### config.mk
export PLATFORM = sky130hd
export DESIGN_NAME = matmul_accel_top
export DESIGN_NICKNAME = d
export VERILOG_FILES = /design/src/common/accel_cfg_pkg.sv /design/src/common/accel_ctrl_pkg.sv /design/src/common/operand_wr_if.sv /design/src/source/accel_sequencer.sv /design/src/source/matmul_accel_top.sv /design/src/source/reg_block.sv /design/src/source/result_packer.sv /design/src/systolic/operand_skew.sv /design/src/systolic/systolic_array.sv /design/src/systolic/systolic_pe.sv
export SDC_FILE = /design/constraint.sdc
export NUM_CORES = 2
export LEC_CHECK = 0
export ABC_CLOCK_PERIOD_IN_PS = 14200
export BUFFER_PORTS_ARGS = -buffer_cell sky130_fd_sc_hd__buf_2
export CAP_MARGIN = 5
export CORE_MARGIN = 3
export CORE_UTILIZATION = 65
export CTS_CLUSTER_DIAMETER = 80
export CTS_CLUSTER_SIZE = 30
export DETAILED_ROUTE_END_ITERATION = 10
export PLACE_DENSITY = 0.83
export SLEW_MARGIN = 5
export SYNTH_ARGS = -nofsm -noshare
export SYNTH_HDL_FRONTEND = slang
export SYNTH_SLANG_ARGS = --single-unit
### constraint.sdc
create_clock -name ap_clk -period 14.2 [get_ports ap_clk]
set_input_delay 0 -clock ap_clk [delete_from_list [all_inputs] [get_ports ap_clk]]
set_output_delay 0 -clock ap_clk [all_outputs]
set_load 0.05 [all_outputs]
### src/common/accel_cfg_pkg.sv
package accel_cfg_pkg;

  // Array geometry
  localparam int ARRAY_N   = 4;
  localparam int ROW_IDX_W = $clog2(ARRAY_N);

  // Element widths
  localparam int OPND_W = 8;
  localparam int ACC_W  = 20;
  localparam int RES_W  = 16;

  // One memory beat carries one matrix row
  localparam int RD_ROW_W = ARRAY_N * OPND_W;
  localparam int WR_ROW_W = ARRAY_N * RES_W;

  typedef logic signed [OPND_W-1:0] opnd_t;
  typedef logic signed [ACC_W-1:0]  acc_t;
  typedef logic signed [RES_W-1:0]  res_t;

  // Element j sits at the low end plus j element widths
  typedef opnd_t [ARRAY_N-1:0] rd_row_t;
  typedef res_t  [ARRAY_N-1:0] wr_row_t;

  // Indexed [row][col]
  typedef acc_t [ARRAY_N-1:0][ARRAY_N-1:0] acc_mat_t;

endpackage

### src/common/accel_ctrl_pkg.sv
package accel_ctrl_pkg;

  // Host register map
  localparam int REG_ADDR_W = 6;

  localparam logic [REG_ADDR_W-1:0] ADDR_CTRL   = 6'h00;
  localparam logic [REG_ADDR_W-1:0] ADDR_STATUS = 6'h04;
  localparam logic [REG_ADDR_W-1:0] ADDR_A      = 6'h10;
  localparam logic [REG_ADDR_W-1:0] ADDR_B      = 6'h18;
  localparam logic [REG_ADDR_W-1:0] ADDR_C      = 6'h20;

  // Memory side
  localparam int MEM_ADDR_W = 32;
  localparam int BURST_LEN  = accel_cfg_pkg::ARRAY_N;

  // Skewed feed plus drain through the array
  localparam int COMPUTE_CYCLES = 3 * accel_cfg_pkg::ARRAY_N;

  typedef enum logic [3:0] {
    S_IDLE, S_RD_A_REQ, S_RD_A_DATA, S_RD_B_REQ, S_RD_B_DATA,
    S_COMPUTE, S_WR_REQ, S_WR_DATA, S_WR_RESP, S_DONE
  } seq_state_t;

endpackage

### src/common/operand_wr_if.sv
`timescale 1ns/1ps

// Row writes from the read bursts into the operand store
interface operand_wr_if;
  import accel_cfg_pkg::*;

  // One strobe per accepted read beat
  logic                 wr_o_valid;
  // Low selects A, high selects B
  logic                 is_b;
  logic [ROW_IDX_W-1:0] row;
  rd_row_t              data;

  modport seq (output wr_o_valid, is_b, row, data);

  modport store (input wr_o_valid, is_b, row, data);

endinterface

### src/source/accel_sequencer.sv
`timescale 1ns/1ps

module accel_sequencer (
  input  logic                                   ap_clk,
  input  logic                                   ap_rst_n,
  input  logic                                   start_i,
  input  logic [accel_ctrl_pkg::MEM_ADDR_W-1:0]  addr_a_i,
  input  logic [accel_ctrl_pkg::MEM_ADDR_W-1:0]  addr_b_i,
  input  logic [accel_ctrl_pkg::MEM_ADDR_W-1:0]  addr_c_i,
  output logic                                   busy_o,
  output logic                                   done_o,
  operand_wr_if.seq                              opnd,
  output logic                                   compute_start_o,
  output logic [accel_cfg_pkg::ROW_IDX_W-1:0]    wr_row_o,
  input  accel_cfg_pkg::wr_row_t                 wr_data_i,
  output logic                                   mem_arvalid_o,
  input  logic                                   mem_arready_i,
  output logic [accel_ctrl_pkg::MEM_ADDR_W-1:0]  mem_araddr_o,
  input  logic                                   mem_rvalid_i,
  output logic                                   mem_rready_o,
  input  accel_cfg_pkg::rd_row_t                 mem_rdata_i,
  input  logic                                   mem_rlast_i,
  output logic                                   mem_awvalid_o,
  input  logic                                   mem_awready_i,
  output logic [accel_ctrl_pkg::MEM_ADDR_W-1:0]  mem_awaddr_o,
  output logic                                   mem_wvalid_o,
  input  logic                                   mem_wready_i,
  output accel_cfg_pkg::wr_row_t                 mem_wdata_o,
  output logic                                   mem_wlast_o,
  input  logic                                   mem_bvalid_i,
  output logic                                   mem_bready_o
);
  import accel_cfg_pkg::*;
  import accel_ctrl_pkg::*;

  seq_state_t                          state_q;
  seq_state_t                          state_d;
  logic [ROW_IDX_W-1:0]                beat_q;
  logic [$clog2(COMPUTE_CYCLES)-1:0]   cyc_q;
  logic                                rd_beat;
  logic                                wr_beat;

  assign rd_beat = mem_rvalid_i && mem_rready_o;
  assign wr_beat = mem_wvalid_o && mem_wready_i;

  // --------------------------------------------------
  // Next state
  // --------------------------------------------------
  always_comb begin
    state_d = state_q;
    case (state_q)
      S_IDLE:      if (start_i) state_d = S_RD_A_REQ;
      S_RD_A_REQ:  if (mem_arready_i) state_d = S_RD_A_DATA;
      S_RD_A_DATA: if (rd_beat && mem_rlast_i) state_d = S_RD_B_REQ;
      S_RD_B_REQ:  if (mem_arready_i) state_d = S_RD_B_DATA;
      S_RD_B_DATA: if (rd_beat && mem_rlast_i) state_d = S_COMPUTE;
      S_COMPUTE:   if (int'(cyc_q) == COMPUTE_CYCLES - 1) state_d = S_WR_REQ;
      S_WR_REQ:    if (mem_awready_i) state_d = S_WR_DATA;
      S_WR_DATA:   if (wr_beat && mem_wlast_o) state_d = S_WR_RESP;
      S_WR_RESP:   if (mem_bvalid_i) state_d = S_DONE;
      S_DONE:      state_d = S_IDLE;
      default:     state_d = S_IDLE;
    endcase
  end

  // Beat counter restarts with every state change
  always_ff @(posedge ap_clk) begin
    if (!ap_rst_n) begin
      state_q <= S_IDLE;
      beat_q  <= '0;
      cyc_q   <= '0;
    end else begin
      state_q <= state_d;
      if (state_d != state_q) begin
        beat_q <= '0;
      end else if (rd_beat || wr_beat) begin
        beat_q <= beat_q + 1'b1;
      end
      cyc_q <= (state_q == S_COMPUTE) ? cyc_q + 1'b1 : '0;
    end
  end

  // --------------------------------------------------
  // Memory channels
  // --------------------------------------------------
  assign mem_arvalid_o = (state_q == S_RD_A_REQ) || (state_q == S_RD_B_REQ);
  assign mem_araddr_o  = (state_q == S_RD_B_REQ) ? addr_b_i : addr_a_i;
  assign mem_rready_o  = (state_q == S_RD_A_DATA) || (state_q == S_RD_B_DATA);

  assign mem_awvalid_o = (state_q == S_WR_REQ);
  assign mem_awaddr_o  = addr_c_i;
  assign mem_wvalid_o  = (state_q == S_WR_DATA);
  assign mem_wdata_o   = wr_data_i;
  assign mem_wlast_o   = mem_wvalid_o && (beat_q == ROW_IDX_W'(BURST_LEN - 1));
  assign mem_bready_o  = (state_q == S_WR_RESP);

  // Read beats go straight into the operand store
  assign opnd.wr_o_valid = rd_beat;
  assign opnd.is_b       = (state_q == S_RD_B_DATA);
  assign opnd.row        = beat_q;
  assign opnd.data       = mem_rdata_i;

  assign compute_start_o = (state_q == S_COMPUTE) && (cyc_q == '0);
  assign wr_row_o        = beat_q;

  // Busy drops together with the done pulse
  assign busy_o = (state_q != S_IDLE) && (state_q != S_DONE);
  assign done_o = (state_q == S_DONE);

  // Requests and write data hold under back-pressure
  assert property (@(posedge ap_clk) disable iff (!ap_rst_n)
    mem_arvalid_o && !mem_arready_i |=> mem_arvalid_o && $stable(mem_araddr_o));

  assert property (@(posedge ap_clk) disable iff (!ap_rst_n)
    mem_wvalid_o && !mem_wready_i |=> mem_wvalid_o && $stable(mem_wdata_o));

endmodule

### src/source/matmul_accel_top.sv
`timescale 1ns/1ps

module matmul_accel_top (
  input  logic                                  ap_clk,
  input  logic                                  ap_rst_n,
  // Host register port
  input  logic                                  reg_wr_i,
  input  logic                                  reg_rd_i,
  input  logic [accel_ctrl_pkg::REG_ADDR_W-1:0] reg_addr_i,
  input  logic [31:0]                           reg_wdata_i,
  output logic [31:0]                           reg_rdata_o,
  output logic                                  reg_rvalid_o,
  // Memory read
  output logic                                  mem_arvalid_o,
  input  logic                                  mem_arready_i,
  output logic [accel_ctrl_pkg::MEM_ADDR_W-1:0] mem_araddr_o,
  input  logic                                  mem_rvalid_i,
  output logic                                  mem_rready_o,
  input  logic [accel_cfg_pkg::RD_ROW_W-1:0]    mem_rdata_i,
  input  logic                                  mem_rlast_i,
  // Memory write
  output logic                                  mem_awvalid_o,
  input  logic                                  mem_awready_i,
  output logic [accel_ctrl_pkg::MEM_ADDR_W-1:0] mem_awaddr_o,
  output logic                                  mem_wvalid_o,
  input  logic                                  mem_wready_i,
  output logic [accel_cfg_pkg::WR_ROW_W-1:0]    mem_wdata_o,
  output logic                                  mem_wlast_o,
  input  logic                                  mem_bvalid_i,
  output logic                                  mem_bready_o,
  output logic                                  done_o
);
  import accel_cfg_pkg::*;
  import accel_ctrl_pkg::*;

  logic                  start;
  logic                  busy;
  logic [MEM_ADDR_W-1:0] addr_a;
  logic [MEM_ADDR_W-1:0] addr_b;
  logic [MEM_ADDR_W-1:0] addr_c;
  logic                  compute_start;
  rd_row_t               west_row;
  rd_row_t               north_row;
  logic [ARRAY_N-1:0]    west_vld;
  logic [ARRAY_N-1:0]    north_vld;
  logic                  clear;
  acc_mat_t              acc_mat;
  logic [ROW_IDX_W-1:0]  wr_row;
  wr_row_t               wr_data;

  operand_wr_if opnd_if ();

  reg_block u_regs (
    .ap_clk       (ap_clk),
    .ap_rst_n     (ap_rst_n),
    .reg_wr_i     (reg_wr_i),
    .reg_rd_i     (reg_rd_i),
    .reg_addr_i   (reg_addr_i),
    .reg_wdata_i  (reg_wdata_i),
    .reg_rdata_o  (reg_rdata_o),
    .reg_rvalid_o (reg_rvalid_o),
    .busy_i       (busy),
    .done_i       (done_o),
    .start_o      (start),
    .addr_a_o     (addr_a),
    .addr_b_o     (addr_b),
    .addr_c_o     (addr_c)
  );

  accel_sequencer u_seq (
    .ap_clk          (ap_clk),
    .ap_rst_n        (ap_rst_n),
    .start_i         (start),
    .addr_a_i        (addr_a),
    .addr_b_i        (addr_b),
    .addr_c_i        (addr_c),
    .busy_o          (busy),
    .done_o          (done_o),
    .opnd            (opnd_if.seq),
    .compute_start_o (compute_start),
    .wr_row_o        (wr_row),
    .wr_data_i       (wr_data),
    .mem_arvalid_o   (mem_arvalid_o),
    .mem_arready_i   (mem_arready_i),
    .mem_araddr_o    (mem_araddr_o),
    .mem_rvalid_i    (mem_rvalid_i),
    .mem_rready_o    (mem_rready_o),
    .mem_rdata_i     (mem_rdata_i),
    .mem_rlast_i     (mem_rlast_i),
    .mem_awvalid_o   (mem_awvalid_o),
    .mem_awready_i   (mem_awready_i),
    .mem_awaddr_o    (mem_awaddr_o),
    .mem_wvalid_o    (mem_wvalid_o),
    .mem_wready_i    (mem_wready_i),
    .mem_wdata_o     (mem_wdata_o),
    .mem_wlast_o     (mem_wlast_o),
    .mem_bvalid_i    (mem_bvalid_i),
    .mem_bready_o    (mem_bready_o)
  );

  operand_skew u_skew (
    .ap_clk          (ap_clk),
    .ap_rst_n        (ap_rst_n),
    .opnd            (opnd_if.store),
    .compute_start_i (compute_start),
    .west_o          (west_row),
    .north_o         (north_row),
    .west_vld_o      (west_vld),
    .north_vld_o     (north_vld),
    .clear_o         (clear)
  );

  systolic_array u_array (
    .ap_clk      (ap_clk),
    .ap_rst_n    (ap_rst_n),
    .clear_i     (clear),
    .west_i      (west_row),
    .north_i     (north_row),
    .west_vld_i  (west_vld),
    .north_vld_i (north_vld),
    .acc_o       (acc_mat)
  );

  result_packer u_pack (
    .acc_i  (acc_mat),
    .row_i  (wr_row),
    .data_o (wr_data)
  );

endmodule

### src/source/reg_block.sv
`timescale 1ns/1ps

module reg_block (
  input  logic                                  ap_clk,
  input  logic                                  ap_rst_n,
  input  logic                                  reg_wr_i,
  input  logic                                  reg_rd_i,
  input  logic [accel_ctrl_pkg::REG_ADDR_W-1:0] reg_addr_i,
  input  logic [31:0]                           reg_wdata_i,
  output logic [31:0]                           reg_rdata_o,
  output logic                                  reg_rvalid_o,
  input  logic                                  busy_i,
  input  logic                                  done_i,
  output logic                                  start_o,
  output logic [accel_ctrl_pkg::MEM_ADDR_W-1:0] addr_a_o,
  output logic [accel_ctrl_pkg::MEM_ADDR_W-1:0] addr_b_o,
  output logic [accel_ctrl_pkg::MEM_ADDR_W-1:0] addr_c_o
);
  import accel_ctrl_pkg::*;

  logic start_req;
  logic done_flag;

  // A start already in flight counts as busy too
  assign start_req = reg_wr_i && (reg_addr_i == ADDR_CTRL) && reg_wdata_i[0] &&
                     !busy_i && !start_o;

  // --------------------------------------------------
  // Write side
  // --------------------------------------------------
  always_ff @(posedge ap_clk) begin
    if (!ap_rst_n) begin
      addr_a_o <= '0;
      addr_b_o <= '0;
      addr_c_o <= '0;
    end else if (reg_wr_i) begin
      case (reg_addr_i)
        ADDR_A:  addr_a_o <= reg_wdata_i;
        ADDR_B:  addr_b_o <= reg_wdata_i;
        ADDR_C:  addr_c_o <= reg_wdata_i;
        default: ;
      endcase
    end
  end

  // Sticky done, cleared when the next run starts
  always_ff @(posedge ap_clk) begin
    if (!ap_rst_n) begin
      start_o   <= 1'b0;
      done_flag <= 1'b0;
    end else begin
      start_o <= start_req;
      if (start_o) begin
        done_flag <= 1'b0;
      end else if (done_i) begin
        done_flag <= 1'b1;
      end
    end
  end

  // --------------------------------------------------
  // Read side, data one cycle after the strobe
  // --------------------------------------------------
  always_ff @(posedge ap_clk) begin
    if (!ap_rst_n) begin
      reg_rvalid_o <= 1'b0;
    end else begin
      reg_rvalid_o <= reg_rd_i;
    end
  end

  always_ff @(posedge ap_clk) begin
    if (reg_rd_i) begin
      case (reg_addr_i)
        ADDR_STATUS: reg_rdata_o <= {30'd0, busy_i, done_flag};
        ADDR_A:      reg_rdata_o <= addr_a_o;
        ADDR_B:      reg_rdata_o <= addr_b_o;
        ADDR_C:      reg_rdata_o <= addr_c_o;
        default:     reg_rdata_o <= '0;
      endcase
    end
  end

  // The sequencer must never see a start in the middle of a run
  assert property (@(posedge ap_clk) disable iff (!ap_rst_n) start_o |-> !busy_i);

endmodule

### src/source/result_packer.sv
`timescale 1ns/1ps

module result_packer (
  input  accel_cfg_pkg::acc_mat_t             acc_i,
  input  logic [accel_cfg_pkg::ROW_IDX_W-1:0] row_i,
  output accel_cfg_pkg::wr_row_t              data_o
);
  import accel_cfg_pkg::*;

  // Clamp every element of the selected row into INT16
  always_comb begin
    acc_t v;
    for (int j = 0; j < ARRAY_N; j++) begin
      v = acc_i[row_i][j];
      if (v > acc_t'(2 ** (RES_W - 1) - 1)) begin
        data_o[j] = res_t'(2 ** (RES_W - 1) - 1);
      end else if (v < acc_t'(-(2 ** (RES_W - 1)))) begin
        data_o[j] = res_t'(-(2 ** (RES_W - 1)));
      end else begin
        data_o[j] = res_t'(v);
      end
    end
  end

endmodule

### src/systolic/operand_skew.sv
`timescale 1ns/1ps

module operand_skew (
  input  logic                                ap_clk,
  input  logic                                ap_rst_n,
  operand_wr_if.store                         opnd,
  input  logic                                compute_start_i,
  output accel_cfg_pkg::rd_row_t              west_o,
  output accel_cfg_pkg::rd_row_t              north_o,
  output logic [accel_cfg_pkg::ARRAY_N-1:0]   west_vld_o,
  output logic [accel_cfg_pkg::ARRAY_N-1:0]   north_vld_o,
  output logic                                clear_o
);
  import accel_cfg_pkg::*;

  rd_row_t                        a_rows [ARRAY_N];
  rd_row_t                        b_rows [ARRAY_N];
  logic                           running;
  logic [$clog2(2*ARRAY_N)-1:0]   step;

  // Operand store, one row per read beat
  always_ff @(posedge ap_clk) begin
    if (opnd.wr_o_valid) begin
      if (opnd.is_b) begin
        b_rows[opnd.row] <= opnd.data;
      end else begin
        a_rows[opnd.row] <= opnd.data;
      end
    end
  end

  // Feed runs 2N-1 steps starting the cycle after compute_start
  always_ff @(posedge ap_clk) begin
    if (!ap_rst_n) begin
      running <= 1'b0;
      step    <= '0;
    end else if (compute_start_i) begin
      running <= 1'b1;
      step    <= '0;
    end else if (running) begin
      step <= step + 1'b1;
      if (int'(step) == 2 * ARRAY_N - 2) begin
        running <= 1'b0;
      end
    end
  end

  assign clear_o = running && (step == '0);

  // --------------------------------------------------
  // Diagonal skew, lane i lags lane 0 by i steps
  // --------------------------------------------------
  always_comb begin
    int                   k;
    logic                 lane_vld;
    logic [ROW_IDX_W-1:0] kk;
    for (int i = 0; i < ARRAY_N; i++) begin
      k        = int'(step) - i;
      kk       = ROW_IDX_W'(k);
      lane_vld = running && (k >= 0) && (k < ARRAY_N);
      west_vld_o[i]  = lane_vld;
      north_vld_o[i] = lane_vld;
      west_o[i]      = lane_vld ? a_rows[i][kk] : '0;
      north_o[i]     = lane_vld ? b_rows[kk][i] : '0;
    end
  end

endmodule

### src/systolic/systolic_array.sv
`timescale 1ns/1ps

module systolic_array (
  input  logic                                ap_clk,
  input  logic                                ap_rst_n,
  input  logic                                clear_i,
  input  accel_cfg_pkg::rd_row_t              west_i,
  input  accel_cfg_pkg::rd_row_t              north_i,
  input  logic [accel_cfg_pkg::ARRAY_N-1:0]   west_vld_i,
  input  logic [accel_cfg_pkg::ARRAY_N-1:0]   north_vld_i,
  output accel_cfg_pkg::acc_mat_t             acc_o
);
  import accel_cfg_pkg::*;

  // A moves east along rows, B moves south along columns
  opnd_t a_link  [ARRAY_N][ARRAY_N+1];
  opnd_t b_link  [ARRAY_N+1][ARRAY_N];
  logic  av_link [ARRAY_N][ARRAY_N+1];
  logic  bv_link [ARRAY_N+1][ARRAY_N];

  for (genvar i = 0; i < ARRAY_N; i++) begin : g_edge
    assign a_link[i][0]  = west_i[i];
    assign av_link[i][0] = west_vld_i[i];
    assign b_link[0][i]  = north_i[i];
    assign bv_link[0][i] = north_vld_i[i];
  end

  for (genvar r = 0; r < ARRAY_N; r++) begin : g_row
    for (genvar c = 0; c < ARRAY_N; c++) begin : g_col
      systolic_pe u_pe (
        .ap_clk   (ap_clk),
        .ap_rst_n (ap_rst_n),
        .clear_i  (clear_i),
        .a_i      (a_link[r][c]),
        .b_i      (b_link[r][c]),
        .a_vld_i  (av_link[r][c]),
        .b_vld_i  (bv_link[r][c]),
        .a_o      (a_link[r][c+1]),
        .b_o      (b_link[r+1][c]),
        .a_vld_o  (av_link[r][c+1]),
        .b_vld_o  (bv_link[r+1][c]),
        .acc_o    (acc_o[r][c])
      );
    end
  end

endmodule

### src/systolic/systolic_pe.sv
`timescale 1ns/1ps

module systolic_pe (
  input  logic                  ap_clk,
  input  logic                  ap_rst_n,
  input  logic                  clear_i,
  input  accel_cfg_pkg::opnd_t  a_i,
  input  accel_cfg_pkg::opnd_t  b_i,
  input  logic                  a_vld_i,
  input  logic                  b_vld_i,
  output accel_cfg_pkg::opnd_t  a_o,
  output accel_cfg_pkg::opnd_t  b_o,
  output logic                  a_vld_o,
  output logic                  b_vld_o,
  output accel_cfg_pkg::acc_t   acc_o
);
  import accel_cfg_pkg::*;

  acc_t prod;
  logic mac_en;

  assign mac_en = a_vld_i && b_vld_i;
  // Signed product widened to the accumulator
  assign prod   = a_i * b_i;

  always_ff @(posedge ap_clk) begin
    if (!ap_rst_n) begin
      a_vld_o <= 1'b0;
      b_vld_o <= 1'b0;
    end else begin
      a_vld_o <= a_vld_i;
      b_vld_o <= b_vld_i;
    end
  end

  // Clear may coincide with the first product
  always_ff @(posedge ap_clk) begin
    a_o <= a_i;
    b_o <= b_i;
    if (clear_i) begin
      acc_o <= mac_en ? prod : '0;
    end else if (mac_en) begin
      acc_o <= acc_o + prod;
    end
  end

  // Skewed feed keeps both operand wavefronts aligned in every cell
  assert property (@(posedge ap_clk) disable iff (!ap_rst_n) a_vld_i == b_vld_i);

endmodule

==> impl_table.tex <==
\begin{tabular}{lr}
\hline
Metric & Value \\
\hline
\multicolumn{2}{l}{\textbf{Timing}} \\
Setup\_tns & 0 ps \\
Fin. max-slew vios & 0 \\
Unrepaired setup endpoints after global routing & no \\
Minimum period implied by the final worst setup slack & 8682 ps \\
Share of the cycle needed by the critical path after routing & 61.14\% \\
Transition at the pin with the smallest max-transition slack & 1280 ps \\
Relative slew margins & 13.73\% \\
Post-Route Skew & just over 60 ps \\
Final Hold Viols & 0 \\
Count of final setup violators & 0 \\
Maximum frequency from static timing analysis & 115.2 MHz \\
\multicolumn{2}{l}{\textbf{GRT}} \\
Wire length of the first global-routing pass & 364900 um \\
Total Routing Usage GR & 33.72\% \\
Initial antenna violation count & 15 \\
Grt total ovfl & 0 \\
Number of global-route vias before repair & 67550 \\
Pin count of the biggest net entering global routing & 189 \\
\multicolumn{2}{l}{\textbf{Logic synthesis}} \\
Adder-cell area share of the yosys netlist & 32.03\% \\
Count of mapped cells out of synthesis & 8504 \\
Area of the mapped netlist & 86830 sq um \\
Number of synthesized flops with an enable pin & 608 \\
Register area share after synthesis & 28.38\% \\
Fraction of registers with async set or reset after synthesis & 0\% \\
Synth Area in Simple Gates & around an eighth \\
Primary flip-flop cell chosen by synthesis mapping & edfxtp\_1 \\
Synthesized-area fraction occupied by ao, oa, aoi and oai cells & 10.59\% \\
Number of warnings issued by yosys & 0 \\
Number of library cell types mapped by synthesis & 83 \\
Multiplexer share of the synthesized area & 4.277\% \\
Net Count, Synth & 10270 \\
Main combinational cell family by area after synthesis & adder cells \\
Xor and xnor fraction of the mapped netlist area & $\sim$5.3\% \\
Mean post-synth cell area & 10.21 sq um \\
Synthesized flop and latch total & 927 \\
\multicolumn{2}{l}{\textbf{Clocking}} \\
Setup repair bufs after CTS & 0 \\
Clock tree from TritonCTS & yes \\
Number of buffers created by CTS & 67 \\
Clock Path Buffers & 3 \\
Cell at the root of the clock tree & clkbuf\_16 \\
Number of sinks on the clock net & around 930 \\
Insertion delay to the later sink of the worst-skew pair & $\sim$720 ps \\
\# H-tree levels & 3 \\
Register clock-pin slew on the reported worst setup and hold paths & roughly 110 ps \\
Number of gates resized after CTS & 0 \\
Total of hold buffers inserted after clock tree synthesis & 89 \\
\multicolumn{2}{l}{\textbf{Critical path}} \\
Sort of element at the start of the critical path & flop \\
Master of the slowest instance on the critical path & ha\_2 \\
Type of the setup path with the least slack & flop to flop \\
Category of the worst setup path capture point & flop \\
Launching element of the worst setup path & u\_skew.step[0]\$\_SDFFE\_PP0P\_ \\
Maximum fanout along the worst path & 33 \\
Arrival time of data at the critical path endpoint & 9090 ps \\
Worst reg2reg startpoint & u\_skew.step[0]\$\_SDFFE\_PP0P\_ \\
Required arrival time at the worst endpoint & $\sim$15000 ps \\
Cell seen most often among critical-path stages & inv\_1 \\
Slowest Stage Delay on Critical Path & 1130 ps \\
\multicolumn{2}{l}{\textbf{Layout}} \\
Most frequent standard cell in the layout excluding fill and tap cells & inv\_1 \\
Layout net count & 10490 \\
Area overhead of the layout relative to synthesis & 7.440\% \\
Non-filler cells, final & 10540 \\
Layout cells sized above 1 & 7.519\% \\
Leading cell types in the layout, fill and taps excluded & inv\_1 (1285), fa\_1 (898), nand2\_1 (835), ha\_1 (785), edfxtp\_1 (608) \\
\multicolumn{2}{l}{\textbf{Floorplan}} \\
Area of the core region & about 130000 sq um \\
Die H & 371.5 um \\
Initial standard-cell utilization of the core & 65.72\% \\
Die Area & 138000 sq um \\
DIE WIDTH & about 370 um \\
Count of standard-cell rows & 133 \\
I/O pins & 248 \\
\multicolumn{2}{l}{\textbf{Drt}} \\
Initial drt markers & 6233 \\
Antenna violation net count after detailed routing & 0 \\
DRT Pass-1 Iters & 9 \\
Via count normalized by instance count & between 6 and 7 \\
Remaining DRCs & 0 \\
Average wire per standard cell & 21.80 um \\
Total wirelength of the detailed-routed design & 229800 um \\
Via count & between 60000 and 70000 \\
\multicolumn{2}{l}{\textbf{Place}} \\
Gp weighted congestion & 0.9623 \\
IO Port Bufs & 247 \\
Number of cells in the design after placement & roughly 10000 \\
Post-detail-place hpwl & 176300 um \\
\multicolumn{2}{l}{\textbf{Flow run}} \\
Max Cap Violations & 0 \\
\multicolumn{2}{l}{\textbf{Hold path}} \\
HP Start & reg\_wdata\_i[17] \\
Hold WC Path Type & input pin to flop \\
\multicolumn{2}{l}{\textbf{Power and ir drop}} \\
Leakage & about 0.041 uW \\
Worst IR Drop VDD & 0.1041 mV \\
Power density of the placed cells & 55.92 nW/um\^{}2 \\
\multicolumn{2}{l}{\textbf{Run status}} \\
Outcome & complete, no violations \\
\hline
\end{tabular}
-- metal layers --
layer	up-vias	global-route usage, %	part of all wire (%)
met5	-	0	0.018
met4	6	15.58	5.3
met3	670	6.749	9.5
met2	3271	56.70	48
met1	32220	42.08	37
li1	29000	-	-
-- kinds of logic after synthesis --
family / count (synthesis)
AND/OR/NAND/NOR: 2236
adder cells (fa/ha/maj): 1684
buffers and inverters: 1519
AO/OA/AOI/OAI: 1428
flip-flops: 927
XOR/XNOR: 522
multiplexers: 188
-- cell usage after synthesis, types with 18 or more instances --
cell type,instances,area share [%]
inv_1,1286,5.6
fa_1,898,21
nand2_1,842,3.6
ha_1,786,11
edfxtp_1,608,21
and2_1,542,3.9
o21ai_0,405,2.3
a21oi_1,368,2.1
xnor2_1,362,3.7
dfxtp_1,319,7.4
nor2_1,259,1.1
clkbuf_1,190,0.82
and3_1,162,1.2
xor2_1,160,1.6
a21o_1,151,1.3
mux4_2,143,3.7
nand2b_1,135,0.97
nor3_1,73,0.42
o21bai_1,64,0.55
a211oi_1,63,0.54
a22o_1,59,0.60
nand3_1,50,0.29
o21a_1,47,0.41
nor2b_1,44,0.32
or3_1,39,0.28
mux2_2,34,0.44
a222oi_1,32,0.37
buf_2,28,0.16
o22ai_1,28,0.20
o41ai_1,28,0.28
or2_2,22,0.16
o31ai_1,19,0.16
nand4_1,18,0.13
-- final cells by class --
class,instances,area (sq um)
clock buffer,73,1763
tap,1755,2196
inverter,1288,4836
timing repair buffer,382,2485
antenna,7,17.52
multi-input combinational,6058,56520
fill,9227,38840
sequential,927,24650
clock inverter,50,817.0
-- flip-flops by register name, summed over array words and instances, names as in the netlist, 2 cells and up, named ones only --
signal and flops:
u_regs.addr_b_o 32, u_skew.a_rows 128, u_regs.reg_rdata_o 32, u_skew.b_rows 128, u_array.g_row.g_col.u_pe.a_vld_o 4, u_seq.cyc_q 4, u_seq.state_q 4, u_array.g_row.g_col.u_pe.acc_o 320
u_regs.addr_c_o 32, u_array.g_row.g_col.u_pe.a_o 96, u_skew.step 3, u_regs.addr_a_o 32, u_array.g_row.g_col.u_pe.b_o 96, u_array.g_row.g_col.u_pe.b_vld_o 8, u_seq.opnd.row 2
-- metrics by stage --
stage	setup WS [ps]	util, %	area (sq um)	power (uW)	hold WS [ps]
finish	5518	70.61	93290	5217	73.34
global route	4942	70.59	93270	5327	71.60
CTS	5505	70.59	93270	5229	7.754
detailed placement	5582	67.96	89800	2982	269.1
global placement	5759	67.96	89800	2980	261.2
floorplan	6180	-	86830	2941	98.87
-- critical path, delay by kind of cell, from the launching register on --
kind,cells,cell delay [ps]
flip-flops,1,550
multiplexers,1,410
buffers and inverters,6,630
AND/OR/NAND/NOR,3,800
AO/OA/AOI/OAI,10,1520
adder cells (fa/ha/maj),7,3820
XOR/XNOR,2,600
-- power breakdown --
part	switching, uW	total, uW	internal, uW
clock network	1250	2280	1030
logic	59.8	87.2	27.4
registers	2.16	2850	2850
-- final timing paths --
check	slack (ps)	depth (start not counted)	endpoint
worst max-delay path	5520	29	u_array.g_row[0].g_col[3].u_pe.acc_o[19]$_DFFE_PP_
worst min-delay path	70	4	u_regs.addr_c_o[17]$_SDFFE_PN0P_
worst max register to register	5520	29	u_array.g_row[0].g_col[3].u_pe.acc_o[19]$_DFFE_PP_
worst min register to register	460	0	u_array.g_row[2].g_col[0].u_pe.b_o[0]$_DFF_P_
Note: power is estimated with default switching activity, not from simulation.
